### src/hdl/lc4_consts.svh
// LC4 shared constants
// word, register index and stall code widths, plus instruction field positions
`ifndef LC4_CONSTS_SVH
`define LC4_CONSTS_SVH

// word and field widths
`define LC4_INSN_W      16
`define LC4_REG_IDX_W   3
`define LC4_STALL_W     2

// opcode field
`define LC4_OPCODE_MSB  15
`define LC4_OPCODE_LSB  12

// destination register, also the data source of a store
`define LC4_RD_MSB      11
`define LC4_RD_LSB      9

// first source register
`define LC4_RS_MSB      8
`define LC4_RS_LSB      6

// set when the low five bits hold an immediate instead of rt
`define LC4_IMM_FLAG_BIT 5

// second source register
`define LC4_RT_MSB      2
`define LC4_RT_LSB      0

`endif

### src/hdl/lc4_isa_pkg.sv
// LC4 ISA types
// opcode encoding, register numbers and the two views of an instruction word
`include "lc4_consts.svh"

package lc4_isa_pkg;

    // only the classes the issue stage cares about are named
    typedef enum logic [`LC4_OPCODE_MSB-`LC4_OPCODE_LSB:0] {
        OP_BR    = 4'd0,
        OP_ARITH = 4'd1,
        OP_LOGIC = 4'd5,
        OP_LDR   = 4'd6,
        OP_STR   = 4'd7,
        OP_CONST = 4'd9
    } opcode_e;

    typedef logic [`LC4_REG_IDX_W-1:0] reg_idx_t;

    // register form: rd = rs op rt, sub selects the operation
    typedef struct packed {
        opcode_e                              opcode;
        reg_idx_t                             rd;
        reg_idx_t                             rs;
        logic [`LC4_RS_LSB-`LC4_RT_MSB-2:0]   sub;
        reg_idx_t                             rt;
    } insn_reg_t;

    // immediate form: the flag replaces the top sub bit
    typedef struct packed {
        opcode_e                                   opcode;
        reg_idx_t                                  rd;
        reg_idx_t                                  rs;
        logic                                      imm_flag;
        logic [`LC4_IMM_FLAG_BIT-`LC4_RT_LSB-1:0]  imm;
    } insn_imm_t;

    // same 16 bits, read either way
    typedef union packed {
        insn_reg_t r;
        insn_imm_t i;
    } insn_u;

endpackage

### src/hdl/lc4_issue_pkg.sv
// LC4 issue types
// stall codes reported per lane, numbered as in the full pipeline
`include "lc4_consts.svh"

package lc4_issue_pkg;

    // STALL_BRANCH keeps its slot in the encoding but
    // nothing in the issue stage produces it
    typedef enum logic [`LC4_STALL_W-1:0] {
        STALL_NONE   = 2'd0,
        STALL_PIPE   = 2'd1,
        STALL_BRANCH = 2'd2,
        STALL_LOAD   = 2'd3
    } stall_e;

endpackage

### src/hdl/lc4_insn_decoder.sv
// LC4 instruction decoder
// maps one instruction word to its register reads, writes and memory class
`timescale 1ns/100ps

module lc4_insn_decoder (
    input  lc4_isa_pkg::insn_u    i_insn,
    output lc4_isa_pkg::reg_idx_t o_rs,
    output lc4_isa_pkg::reg_idx_t o_rt,
    output lc4_isa_pkg::reg_idx_t o_rd,
    output logic                  o_rs_re,
    output logic                  o_rt_re,
    output logic                  o_rd_we,
    output logic                  o_nzp_we,
    output logic                  o_is_load,
    output logic                  o_is_store,
    output logic                  o_is_branch
);

    always_comb begin
        o_rs_re     = 1'b0;
        o_rt_re     = 1'b0;
        o_rd_we     = 1'b0;
        o_nzp_we    = 1'b0;
        o_is_load   = 1'b0;
        o_is_store  = 1'b0;
        o_is_branch = 1'b0;

        case (i_insn.r.opcode)
            lc4_isa_pkg::OP_ARITH,
            lc4_isa_pkg::OP_LOGIC: begin
                o_rs_re  = 1'b1;
                // immediate form has no rt, the low bits are data
                o_rt_re  = ~i_insn.i.imm_flag;
                o_rd_we  = 1'b1;
                o_nzp_we = 1'b1;
            end

            lc4_isa_pkg::OP_LDR: begin
                o_rs_re   = 1'b1;
                o_rd_we   = 1'b1;
                o_nzp_we  = 1'b1;
                o_is_load = 1'b1;
            end

            lc4_isa_pkg::OP_STR: begin
                // base in rs, data register in rd
                o_rs_re    = 1'b1;
                o_rt_re    = 1'b1;
                o_is_store = 1'b1;
            end

            lc4_isa_pkg::OP_CONST: begin
                o_rd_we  = 1'b1;
                o_nzp_we = 1'b1;
            end

            lc4_isa_pkg::OP_BR: begin
                // reads only the NZP bits
                o_is_branch = 1'b1;
            end

            default: begin
                o_is_branch = 1'b0;
            end
        endcase
    end

    assign o_rs = i_insn.r.rs;
    assign o_rd = i_insn.r.rd;

    // a store's data register is reported as the second read
    assign o_rt = o_is_store ? i_insn.r.rd : i_insn.r.rt;

endmodule

### src/hdl/lc4_pair_issue.sv
// LC4 pair issue unit
// checks load-to-use, intra-pair and memory hazards and registers the decision
`timescale 1ns/100ps

module lc4_pair_issue (
    input  logic                   gwe,
    input  logic                   i_reset,
    input  logic                   i_fetch_valid,
    input  lc4_isa_pkg::reg_idx_t  i_rs_a,
    input  lc4_isa_pkg::reg_idx_t  i_rt_a,
    input  lc4_isa_pkg::reg_idx_t  i_rd_a,
    input  logic                   i_rs_re_a,
    input  logic                   i_rt_re_a,
    input  logic                   i_rd_we_a,
    input  logic                   i_nzp_we_a,
    input  logic                   i_is_load_a,
    input  logic                   i_is_store_a,
    input  logic                   i_is_branch_a,
    input  lc4_isa_pkg::reg_idx_t  i_rs_b,
    input  lc4_isa_pkg::reg_idx_t  i_rt_b,
    input  lc4_isa_pkg::reg_idx_t  i_rd_b,
    input  logic                   i_rs_re_b,
    input  logic                   i_rt_re_b,
    input  logic                   i_rd_we_b,
    input  logic                   i_nzp_we_b,
    input  logic                   i_is_load_b,
    input  logic                   i_is_store_b,
    input  logic                   i_is_branch_b,
    output logic                   o_issue_valid,
    output logic                   o_issue_a,
    output logic                   o_issue_b,
    output logic                   o_pipe_switch,
    output lc4_issue_pkg::stall_e  o_stall_a,
    output lc4_issue_pkg::stall_e  o_stall_b
);

    // loads issued on the previous strobe, one slot per lane
    logic                  ld_valid_a;
    logic                  ld_valid_b;
    logic                  ld_nzp;
    lc4_isa_pkg::reg_idx_t ld_rd_a;
    lc4_isa_pkg::reg_idx_t ld_rd_b;

    logic                  ltu_a;
    logic                  ltu_b;
    logic                  b_needs_a;
    logic                  mem_pair;
    logic                  issue_a;
    logic                  issue_b;
    logic                  pipe_switch;
    lc4_issue_pkg::stall_e stall_a;
    lc4_issue_pkg::stall_e stall_b;

    function automatic logic reads_reg(
        input lc4_isa_pkg::reg_idx_t rs,
        input logic                  rs_re,
        input lc4_isa_pkg::reg_idx_t rt,
        input logic                  rt_re,
        input lc4_isa_pkg::reg_idx_t r
    );
        return (rs_re && (rs == r)) || (rt_re && (rt == r));
    endfunction

    // a branch waits on any load since every load writes NZP
    assign ltu_a = (ld_valid_a && reads_reg(i_rs_a, i_rs_re_a, i_rt_a, i_rt_re_a, ld_rd_a))
                || (ld_valid_b && reads_reg(i_rs_a, i_rs_re_a, i_rt_a, i_rt_re_a, ld_rd_b))
                || (i_is_branch_a && ld_nzp);

    assign ltu_b = (ld_valid_a && reads_reg(i_rs_b, i_rs_re_b, i_rt_b, i_rt_re_b, ld_rd_a))
                || (ld_valid_b && reads_reg(i_rs_b, i_rs_re_b, i_rt_b, i_rt_re_b, ld_rd_b))
                || (i_is_branch_b && ld_nzp);

    assign b_needs_a = (i_rd_we_a && reads_reg(i_rs_b, i_rs_re_b, i_rt_b, i_rt_re_b, i_rd_a))
                    || (i_is_branch_b && i_nzp_we_a);

    // only one data memory port
    assign mem_pair = (i_is_load_a || i_is_store_a) && (i_is_load_b || i_is_store_b);

    always_comb begin
        issue_a     = 1'b1;
        issue_b     = 1'b1;
        pipe_switch = 1'b0;
        stall_a     = lc4_issue_pkg::STALL_NONE;
        stall_b     = lc4_issue_pkg::STALL_NONE;

        if (ltu_a) begin
            // B is younger and cannot pass A
            issue_a = 1'b0;
            issue_b = 1'b0;
            stall_a = lc4_issue_pkg::STALL_LOAD;
            stall_b = lc4_issue_pkg::STALL_PIPE;
        end else if (ltu_b) begin
            issue_b     = 1'b0;
            stall_b     = lc4_issue_pkg::STALL_LOAD;
            pipe_switch = 1'b1;
        end else if (b_needs_a || mem_pair) begin
            issue_b     = 1'b0;
            stall_b     = lc4_issue_pkg::STALL_PIPE;
            pipe_switch = 1'b1;
        end
    end

    always_ff @(posedge gwe) begin
        if (i_reset) begin
            o_issue_valid <= 1'b0;
            o_issue_a     <= 1'b0;
            o_issue_b     <= 1'b0;
            o_pipe_switch <= 1'b0;
            o_stall_a     <= lc4_issue_pkg::STALL_NONE;
            o_stall_b     <= lc4_issue_pkg::STALL_NONE;
            ld_valid_a    <= 1'b0;
            ld_valid_b    <= 1'b0;
            ld_nzp        <= 1'b0;
        end else if (i_fetch_valid) begin
            o_issue_valid <= 1'b1;
            o_issue_a     <= issue_a;
            o_issue_b     <= issue_b;
            o_pipe_switch <= pipe_switch;
            o_stall_a     <= stall_a;
            o_stall_b     <= stall_b;
            // a stalled lane leaves nothing behind in the record
            ld_valid_a    <= issue_a && i_is_load_a && i_rd_we_a;
            ld_valid_b    <= issue_b && i_is_load_b && i_rd_we_b;
            ld_nzp        <= (issue_a && i_is_load_a && i_nzp_we_a)
                          || (issue_b && i_is_load_b && i_nzp_we_b);
        end else begin
            o_issue_valid <= 1'b0;
            o_issue_a     <= 1'b0;
            o_issue_b     <= 1'b0;
            o_pipe_switch <= 1'b0;
            o_stall_a     <= lc4_issue_pkg::STALL_NONE;
            o_stall_b     <= lc4_issue_pkg::STALL_NONE;
            ld_valid_a    <= 1'b0;
            ld_valid_b    <= 1'b0;
            ld_nzp        <= 1'b0;
        end
    end

    // destination numbers only matter while the valid bits are set
    always_ff @(posedge gwe) begin
        ld_rd_a <= i_rd_a;
        ld_rd_b <= i_rd_b;
    end

endmodule

### src/hdl/lc4_dual_issue.sv
// LC4 dual-issue stage
// two lane decoders feeding the pair issue unit
`timescale 1ns/100ps
`include "lc4_consts.svh"

module lc4_dual_issue (
    input  logic                    gwe,
    input  logic                    i_reset,
    input  logic                    i_fetch_valid,
    input  logic [`LC4_INSN_W-1:0]  i_insn_a,
    input  logic [`LC4_INSN_W-1:0]  i_insn_b,
    output logic                    o_issue_valid,
    output logic                    o_issue_a,
    output logic                    o_issue_b,
    output lc4_issue_pkg::stall_e   o_stall_a,
    output lc4_issue_pkg::stall_e   o_stall_b,
    output logic                    o_pipe_switch
);

    // lane A, the older instruction
    lc4_isa_pkg::reg_idx_t rs_a, rt_a, rd_a;
    logic                  rs_re_a, rt_re_a, rd_we_a, nzp_we_a;
    logic                  is_load_a, is_store_a, is_branch_a;

    // lane B
    lc4_isa_pkg::reg_idx_t rs_b, rt_b, rd_b;
    logic                  rs_re_b, rt_re_b, rd_we_b, nzp_we_b;
    logic                  is_load_b, is_store_b, is_branch_b;

    lc4_insn_decoder u_decode_a (
        .i_insn(i_insn_a), .o_rs(rs_a), .o_rt(rt_a), .o_rd(rd_a),
        .o_rs_re(rs_re_a), .o_rt_re(rt_re_a), .o_rd_we(rd_we_a), .o_nzp_we(nzp_we_a),
        .o_is_load(is_load_a), .o_is_store(is_store_a), .o_is_branch(is_branch_a)
    );

    lc4_insn_decoder u_decode_b (
        .i_insn(i_insn_b), .o_rs(rs_b), .o_rt(rt_b), .o_rd(rd_b),
        .o_rs_re(rs_re_b), .o_rt_re(rt_re_b), .o_rd_we(rd_we_b), .o_nzp_we(nzp_we_b),
        .o_is_load(is_load_b), .o_is_store(is_store_b), .o_is_branch(is_branch_b)
    );

    lc4_pair_issue u_pair_issue (
        .gwe(gwe), .i_reset(i_reset), .i_fetch_valid(i_fetch_valid),
        .i_rs_a(rs_a), .i_rt_a(rt_a), .i_rd_a(rd_a),
        .i_rs_re_a(rs_re_a), .i_rt_re_a(rt_re_a), .i_rd_we_a(rd_we_a),
        .i_nzp_we_a(nzp_we_a), .i_is_load_a(is_load_a),
        .i_is_store_a(is_store_a), .i_is_branch_a(is_branch_a),
        .i_rs_b(rs_b), .i_rt_b(rt_b), .i_rd_b(rd_b),
        .i_rs_re_b(rs_re_b), .i_rt_re_b(rt_re_b), .i_rd_we_b(rd_we_b),
        .i_nzp_we_b(nzp_we_b), .i_is_load_b(is_load_b),
        .i_is_store_b(is_store_b), .i_is_branch_b(is_branch_b),
        .o_issue_valid(o_issue_valid), .o_issue_a(o_issue_a), .o_issue_b(o_issue_b),
        .o_pipe_switch(o_pipe_switch), .o_stall_a(o_stall_a), .o_stall_b(o_stall_b)
    );

endmodule

### config.mk
export PLATFORM = sky130hd
export DESIGN_NAME = lc4_dual_issue
export DESIGN_NICKNAME = d
export VERILOG_FILES = /design/src/hdl/lc4_isa_pkg.sv /design/src/hdl/lc4_issue_pkg.sv /design/src/hdl/lc4_insn_decoder.sv /design/src/hdl/lc4_pair_issue.sv /design/src/hdl/lc4_dual_issue.sv
export VERILOG_INCLUDE_DIRS = /design/src /design/src/hdl
export SDC_FILE = /design/constraint.sdc
export NUM_CORES = 1
export LEC_CHECK = 0
export BUFFER_PORTS_ARGS = -buffer_cell sky130_fd_sc_hd__buf_2
export CORE_MARGIN = 2
export CORE_UTILIZATION = 52
export CTS_BUF_LIST = sky130_fd_sc_hd__clkbuf_8
export DETAILED_ROUTE_END_ITERATION = 8
export PLACE_DENSITY = 0.79
export SLEW_MARGIN = 20
export SYNTH_ARGS = -nofsm -noshare
export SYNTH_HDL_FRONTEND = slang
export SYNTH_SLANG_ARGS = --single-unit
### constraint.sdc
create_clock -name gwe -period 2.4 [get_ports gwe]
set_input_delay 0.36 -clock gwe [delete_from_list [all_inputs] [get_ports gwe]]
set_output_delay 0.36 -clock gwe [all_outputs]
set_load 0.02 [all_outputs]
==> results.cfg, run 1 <==
[power]
vdd_ir_drop_max_mv = 0.2986
p_per_area_nw_per_um2 = 462.5
p_leak_nw = 0.6892

[place]
postPlaceCellArea_sq_um = 1448
gp_congestion = 0.8603
io_buffers = 38
pre_cts_ws_ps = 106.7
hpwl_um = 2666

[cts]
root_buffer = clkbuf_8
cts_tree = built
clk_pin_slew_ps = 60
clockBufferDepth = 2
numCtsBuffers = 3
hold_buffers = 0
cts-resized-gates = 0
worstSkewPairLatency_ps = 250
htreeDepth = 1
clock_sinks = 16
post_cts_buffers = 0

[yosys]
synth_async_sr_flop_share_pct = 0
ys.flop_type = dfxtp_1
syn-num-nets = 192
synth.yosys.seq_area_share_pct = 25.12
syn_area_sq_um = 1275
ys_warn_count = 0
synth_edf_count = 0
synth_seq_cells = 16
synthCells = 157
synth_cell_types = 45
avgSynthCellArea_sq_um = 8.121

[worst_setup_path]
critical-path-slowest-cell = or4_4
startpoint = u_pair_issue.ld_rd_b[2]
start_kind = register
r2r_end = u_pair_issue.o_stall_b[0]
worstReg2RegStart = u_pair_issue.ld_rd_b[2]
path_buf_inv = 0
r2r_slack_ps = 280
max_stage_delay_ps = 540
critPathCapture = u_pair_issue.o_stall_b[0]
worstPathRequired_ps = 2550
r2r_cells = 7
path_depth = 7
end_kind = register
critical_path.top_delay_family = simple AND/OR/NAND/NOR gates
cp_cell_sequence = xor2_1 -> o21ai_0 -> nor4bb_1 -> a211oi_2 -> nand2_1 -> or4_4 -> o21a_1
critical_path_class = register to register
cp_max_fo = 7
critPathArrivalTime_ps = 2260

[layout]
area_delta_synth_final_pct = 17.86
utilization_pct = 66.65
fill_cells = 213
stdcell_area_sq_um = 1503
drive_gt1_share_pct = 26.32
fin_nets = 226
diodes = 0

[route]
routed_wl_um = 3406
first_pass_iters = 4
drt_iter0_drc = 55
drc = 0
num_vias = 1312
viasPerCell = 6.018
wl_per_cell_um = 15.62
ant_nets = 0

[worst_hold_path]
min_path_type = primary input to register

[global_route]
met3_usage_pct = 2.260
grt_max_degree = 11
grt-busiest-layer = met2
grtUsageMet2_pct = 43.00
antenna_found_initial = 0
first_global_vias = 1217
grtUsageMet1_pct = 33.73
grt_use_total_pct = 26.32
overflow = 0
grt_pass1_wl_um = 5471

[timing]
setup_violations = 0
period_share_pct = 88.18
fin_crit_ps = 2116
final_hold_viol_count = 0
setup_slack_ps = 283.7
worst_pin_slew_ps = 595.3
fmax_mhz = 472.5
rsz0062_at_grt = false
hold_ws_ps = 273.4
finalMaxSlewViolations = 0
fin_tns_setup_ps = 0
skew_ps = 1.671
relSlewSlack_pct = 59.29

[floorplanning]
ios = 43
die_w_um = 53.52
core-area_sq_um = 2255
num_rows = 17
dieArea_sq_um = 2864
die_y_um = 53.52
initial_core_util_pct = 56.55

[status]
status = complete, no violations

[flow_run]
maxCapViolCount = 0
-- cell type report --
class | count | area (sq um) | area share, %
inverter | 13 | 48.80 | 3.247
clock buffer | 4 | 55.05 | 3.664
timing repair buffer | 38 | 190.2 | 12.66
multi-input combinational | 119 | 853.3 | 56.79
sequential | 16 | 320.3 | 21.32
tap | 28 | 35.03 | 2.331
-- stage by stage --
stage | cells | power [W]
2_1_floorplan | 157 | 0.0003980
3_3_place_gp | 214 | 0.0004518
3_5_place_dp | 214 | 0.0004596
4_1_cts | 218 | 0.0006954
5_1_grt | 218 | 0.0007246
6_report | 218 | 0.0006950
-- flip-flops by register name (all words and copies together) (netlist names) --
| name | flops |
|---|---|
| u_pair_issue.ld_rd_b | 3 |
| u_pair_issue.ld_valid_a | 1 |
| u_pair_issue.o_stall_b | 2 |
| u_pair_issue.ld_nzp | 1 |
| u_pair_issue.o_issue_b | 1 |
| u_pair_issue.o_pipe_switch | 1 |
| u_pair_issue.o_stall_a | 1 |
| u_pair_issue.o_issue_valid | 1 |
| u_pair_issue.ld_valid_b | 1 |
| u_pair_issue.o_issue_a | 1 |
| u_pair_issue.ld_rd_a | 3 |
-- report_power, final --
group | total, W | internal, W | switching (W)
clock network | 0.000237 | 0.000146 | 0.0000915
registers | 0.000292 | 0.000276 | 0.0000163
logic | 0.000166 | 0.0000752 | 0.0000909
total | 0.000695 | 0.000496 | 0.000199
-- cells by family after synthesis --
logic type / after synthesis / synth area share, %
AOI/OAI and AO/OA: 36 / 20.71
buffers and inverters: 22 / 7.948
DFF: 16 / 25.12
and+or+nand+nor: 54 / 25.22
xor gates and xnor gates: 23 / 15.80
muxes: 6 / 5.201
-- worst reg2reg max path: stages, from the launching register on --
cell and delay, ps:
dfxtp_1 530, xor2_1 190, o21ai_0 100, nor4bb_1 160, a211oi_2 220, nand2_1 110
or4_4 540, o21a_1 180
-- worst min-delay path by stage --
| stage | endpoint | depth (start not counted) | start | slack, ps |
|---|---|---|---|---|
| after detailed placement | u_pair_issue.ld_rd_a[0] | 1 | i_insn_a[9] | 530 |
| after CTS | u_pair_issue.ld_rd_a[0] | 1 | i_insn_a[9] | 270 |
| after global routing | u_pair_issue.ld_rd_b[0] | 1 | i_insn_b[9] | 270 |
| after floorplan | u_pair_issue.ld_rd_a[0] | 0 | i_insn_a[9] | 390 |
| final | u_pair_issue.ld_rd_a[0] | 1 | i_insn_a[9] | 270 |
| after global placement | u_pair_issue.ld_rd_a[0] | 1 | i_insn_a[9] | 530 |
-- Yosys cell counts (all sizes together) (3+ instances only) --
master	n	area, sq um
dfxtp	16	320.3
xnor2	16	140.1
inv	13	48.80
nor2	13	48.80
o21ai	9	48.79
buf	8	47.54
nand2	8	30.03
xor2	7	61.31
nand2b	6	37.54
nand4	5	31.28
and2	4	25.02
mux2i	4	40.04
a211oi	3	27.52
a21oi	3	15.01
nand3	3	15.01
nor3	3	15.01
nor4	3	18.77
o22ai	3	18.77
-- metal layers --
layer  wire length [um]  part of all wire, %
met5                  0                    0
met4                 76                  2.2
met3                219                  6.4
met1               1496                   44
met2               1615                   47
-- layout by cell type, fill, tap and decap left out, types with 2 or more instances in the layout --
master and n:
dfxtp_1 16, o21ai_0 7, o2111ai_1 2, nor2_1 13
nand2_1 8, nand4_1 5, mux2i_1 4, and2_1 4
o211ai_1 2, inv_1 13, buf_2 38, nand3_1 3
nor3_1 3, xnor2_1 16, a211oi_1 2, nor4_1 3
a222oi_1 2, a21oi_1 3, a221oi_1 2, clkbuf_8 4
xor2_1 7, and4_1 2, a31oi_1 2, o21a_1 2
o22ai_1 3, nand2b_1 6
Note: power is estimated with default switching activity, not from simulation.
==> run 2: changes to the inputs <==
- CORE_UTILIZATION: 52 -> 47
- PLACE_DENSITY: 0.79 -> 0.75
- RECOVER_POWER: not set -> 100
- clock period: 2.4 -> 1.8 ns (I/O delays scaled with it)
==> run 2 against run 1 <==
Effect of this change: the run now ends with setup timing left; setup slack worse by 470 ps; wire length up 37%; sequential share of layout area down 3.9 points; power up 48%; register-to-register slack worse by 470 ps; cell count up 21%; via count up 19%; clock power up 39%; first-iteration DRC count up 78%; critical path depth unchanged; utilization up 9.9 points; critical path type unchanged; largest cell class unchanged; largest power group unchanged; highest routed layer unchanged.
==> results.cfg, run 2 (same netlist as run 1, synthesis figures left out) <==
[status]
status = complete, but fails checks
failed_checks = setup timing

[worst_setup_path]
critPathArrivalTime_ps = 2130
critical-path-slowest-cell = or4_4
critical_path_class = register to register
start_kind = register
cp_cell_sequence = xor2_1 -> o21ai_0 -> nor4bb_2 -> a211oi_2 -> nand2_1 -> or4_4 -> and2_1
end_kind = register
worstPathRequired_ps = 1940
max_stage_delay_ps = 460
cp_max_fo = 3
path_buf_inv = 0
critical_path.top_delay_family = simple AND/OR/NAND/NOR gates

[layout]
diodes = 0
layout_common_cells = buf_4 (38), buf_2 (26), xnor2_1 (16)
area_delta_synth_final_pct = 51.42
layout.cells.most_common = buf_4
largest_registers = u_pair_issue.ld_rd_a (3), u_pair_issue.ld_rd_b (3), u_pair_issue.o_stall_b (2)
drive_gt1_share_pct = 42.74
fin_nets = 270
utilization_pct = 76.54
fill_cells = 184

[route]
num_vias = 1567
viasPerCell = 5.936
routed_wl_um = 4667
drt_iter0_drc = 98
ant_nets = 0
drc = 0
first_pass_iters = 6
wl_per_cell_um = 17.68

[global_route]
grt_max_degree = 11
antenna_found_initial = 0
first_global_vias = 1530
overflow = 0
grt_pass1_wl_um = 6644
grt_use_total_pct = 26.68

[cts]
clk_pin_slew_ps = 70
hold_buffers = 0
cts_tree = built
clockBufferDepth = 2
htreeDepth = 1
root_buffer = clkbuf_8
worstSkewPairLatency_ps = 260
numCtsBuffers = 3
clock_sinks = 16

[floorplanning]
ios = 43
die_w_um = 56.09
core-area_sq_um = 2522
initial_core_util_pct = 50.55
num_rows = 18
dieArea_sq_um = 3146
die_y_um = 56.09

[power]
p_per_area_nw_per_um2 = 534.3
vdd_ir_drop_max_mv = 0.5991
p_leak_nw = 0.8704
power_w = 0.001032

[timing]
period_share_pct = 110.5
hold_ws_ps = 223.1
rsz0062_at_grt = true
skew_ps = 7.241
relSlewSlack_pct = 62.22
fmax_mhz = 502.7
finalMaxSlewViolations = 0
setup_slack_ps = -189.2
worst_pin_slew_ps = 565.3
setup_violations = 7
fin_crit_ps = 1989
final_hold_viol_count = 0
fin_tns_setup_ps = -841.2

[worst_hold_path]
min_path_type = primary input to register

[place]
hpwl_um = 3024
gp_congestion = 0.9173
io_buffers = 38

[flow_run]
maxCapViolCount = 0
==> run 2: changes by cell type in the layout (fill, tap and decap cells not counted), sizes merged <==
cell    previous run  this run
buf               38        69
clkbuf             4        17
==> run 2: power by group <==
part / internal (W) / switching, W
combinational: 0.000156 / 0.000164
sequential: 0.000365 / 0.0000162
clock: 0.000194 / 0.000135
==> run 2: worst paths after layout <==
check / from / endpoint / slack [ps] / cells after the start
min: i_insn_b[9] / u_pair_issue.ld_rd_b[0] / 220 / 1
max reg2reg: u_pair_issue.ld_rd_b[1] / u_pair_issue.o_pipe_switch / -190 / 7
max: u_pair_issue.ld_rd_b[1] / u_pair_issue.o_pipe_switch / -190 / 7
min reg2reg: u_pair_issue.ld_nzp / u_pair_issue.o_stall_a[0] / 870 / 5
==> run 2: final cells by class <==
class	instances	area [sq um]	area share, %
Clock buffer	4	55.05	2.852
Sequential cell	16	336.6	17.43
Inverter	13	48.80	2.528
Timing Repair Buffer	82	529.3	27.41
Tap cell	30	37.54	1.944
Multi-Input combinational cell	119	923.4	47.83
==> run 2: stage by stage <==
step	instance area (sq um)	worst slack (ps)	cells
CTS	1838	-94.49	259
finish	1931	-189.2	264
detailed placement	1709	-288.1	250
global placement	1709	-212.1	250
floorplan	1291	5.684	157
global route	1931	-256.8	264
==> run 2: what timing repair did <==
item / CTS / global route
setup buffers: 5 / 5
hold endpoints to repair: 0 / 0
endpoints found under the setup margin: 8 / 9
pin swaps: 3 / 6
gates resized for setup: 11 / 20
==> run 2: metal layers <==
metal	global-route usage (%)	up-vias	share of wire, %
met5	0	-	0
met4	14.29	0	4.1
met3	4.419	20	10
met2	46.22	101	49
met1	31.06	721	37
li1	-	725	-
==> run 2: worst reg2reg max path, delay by kind of cell (launching register included) <==
kind / cells / cell delay, ps
and+or+nand+nor: 4 / 980
DFF: 1 / 370
AOI/OAI and AO/OA: 2 / 360
xor gates and xnor gates: 1 / 160
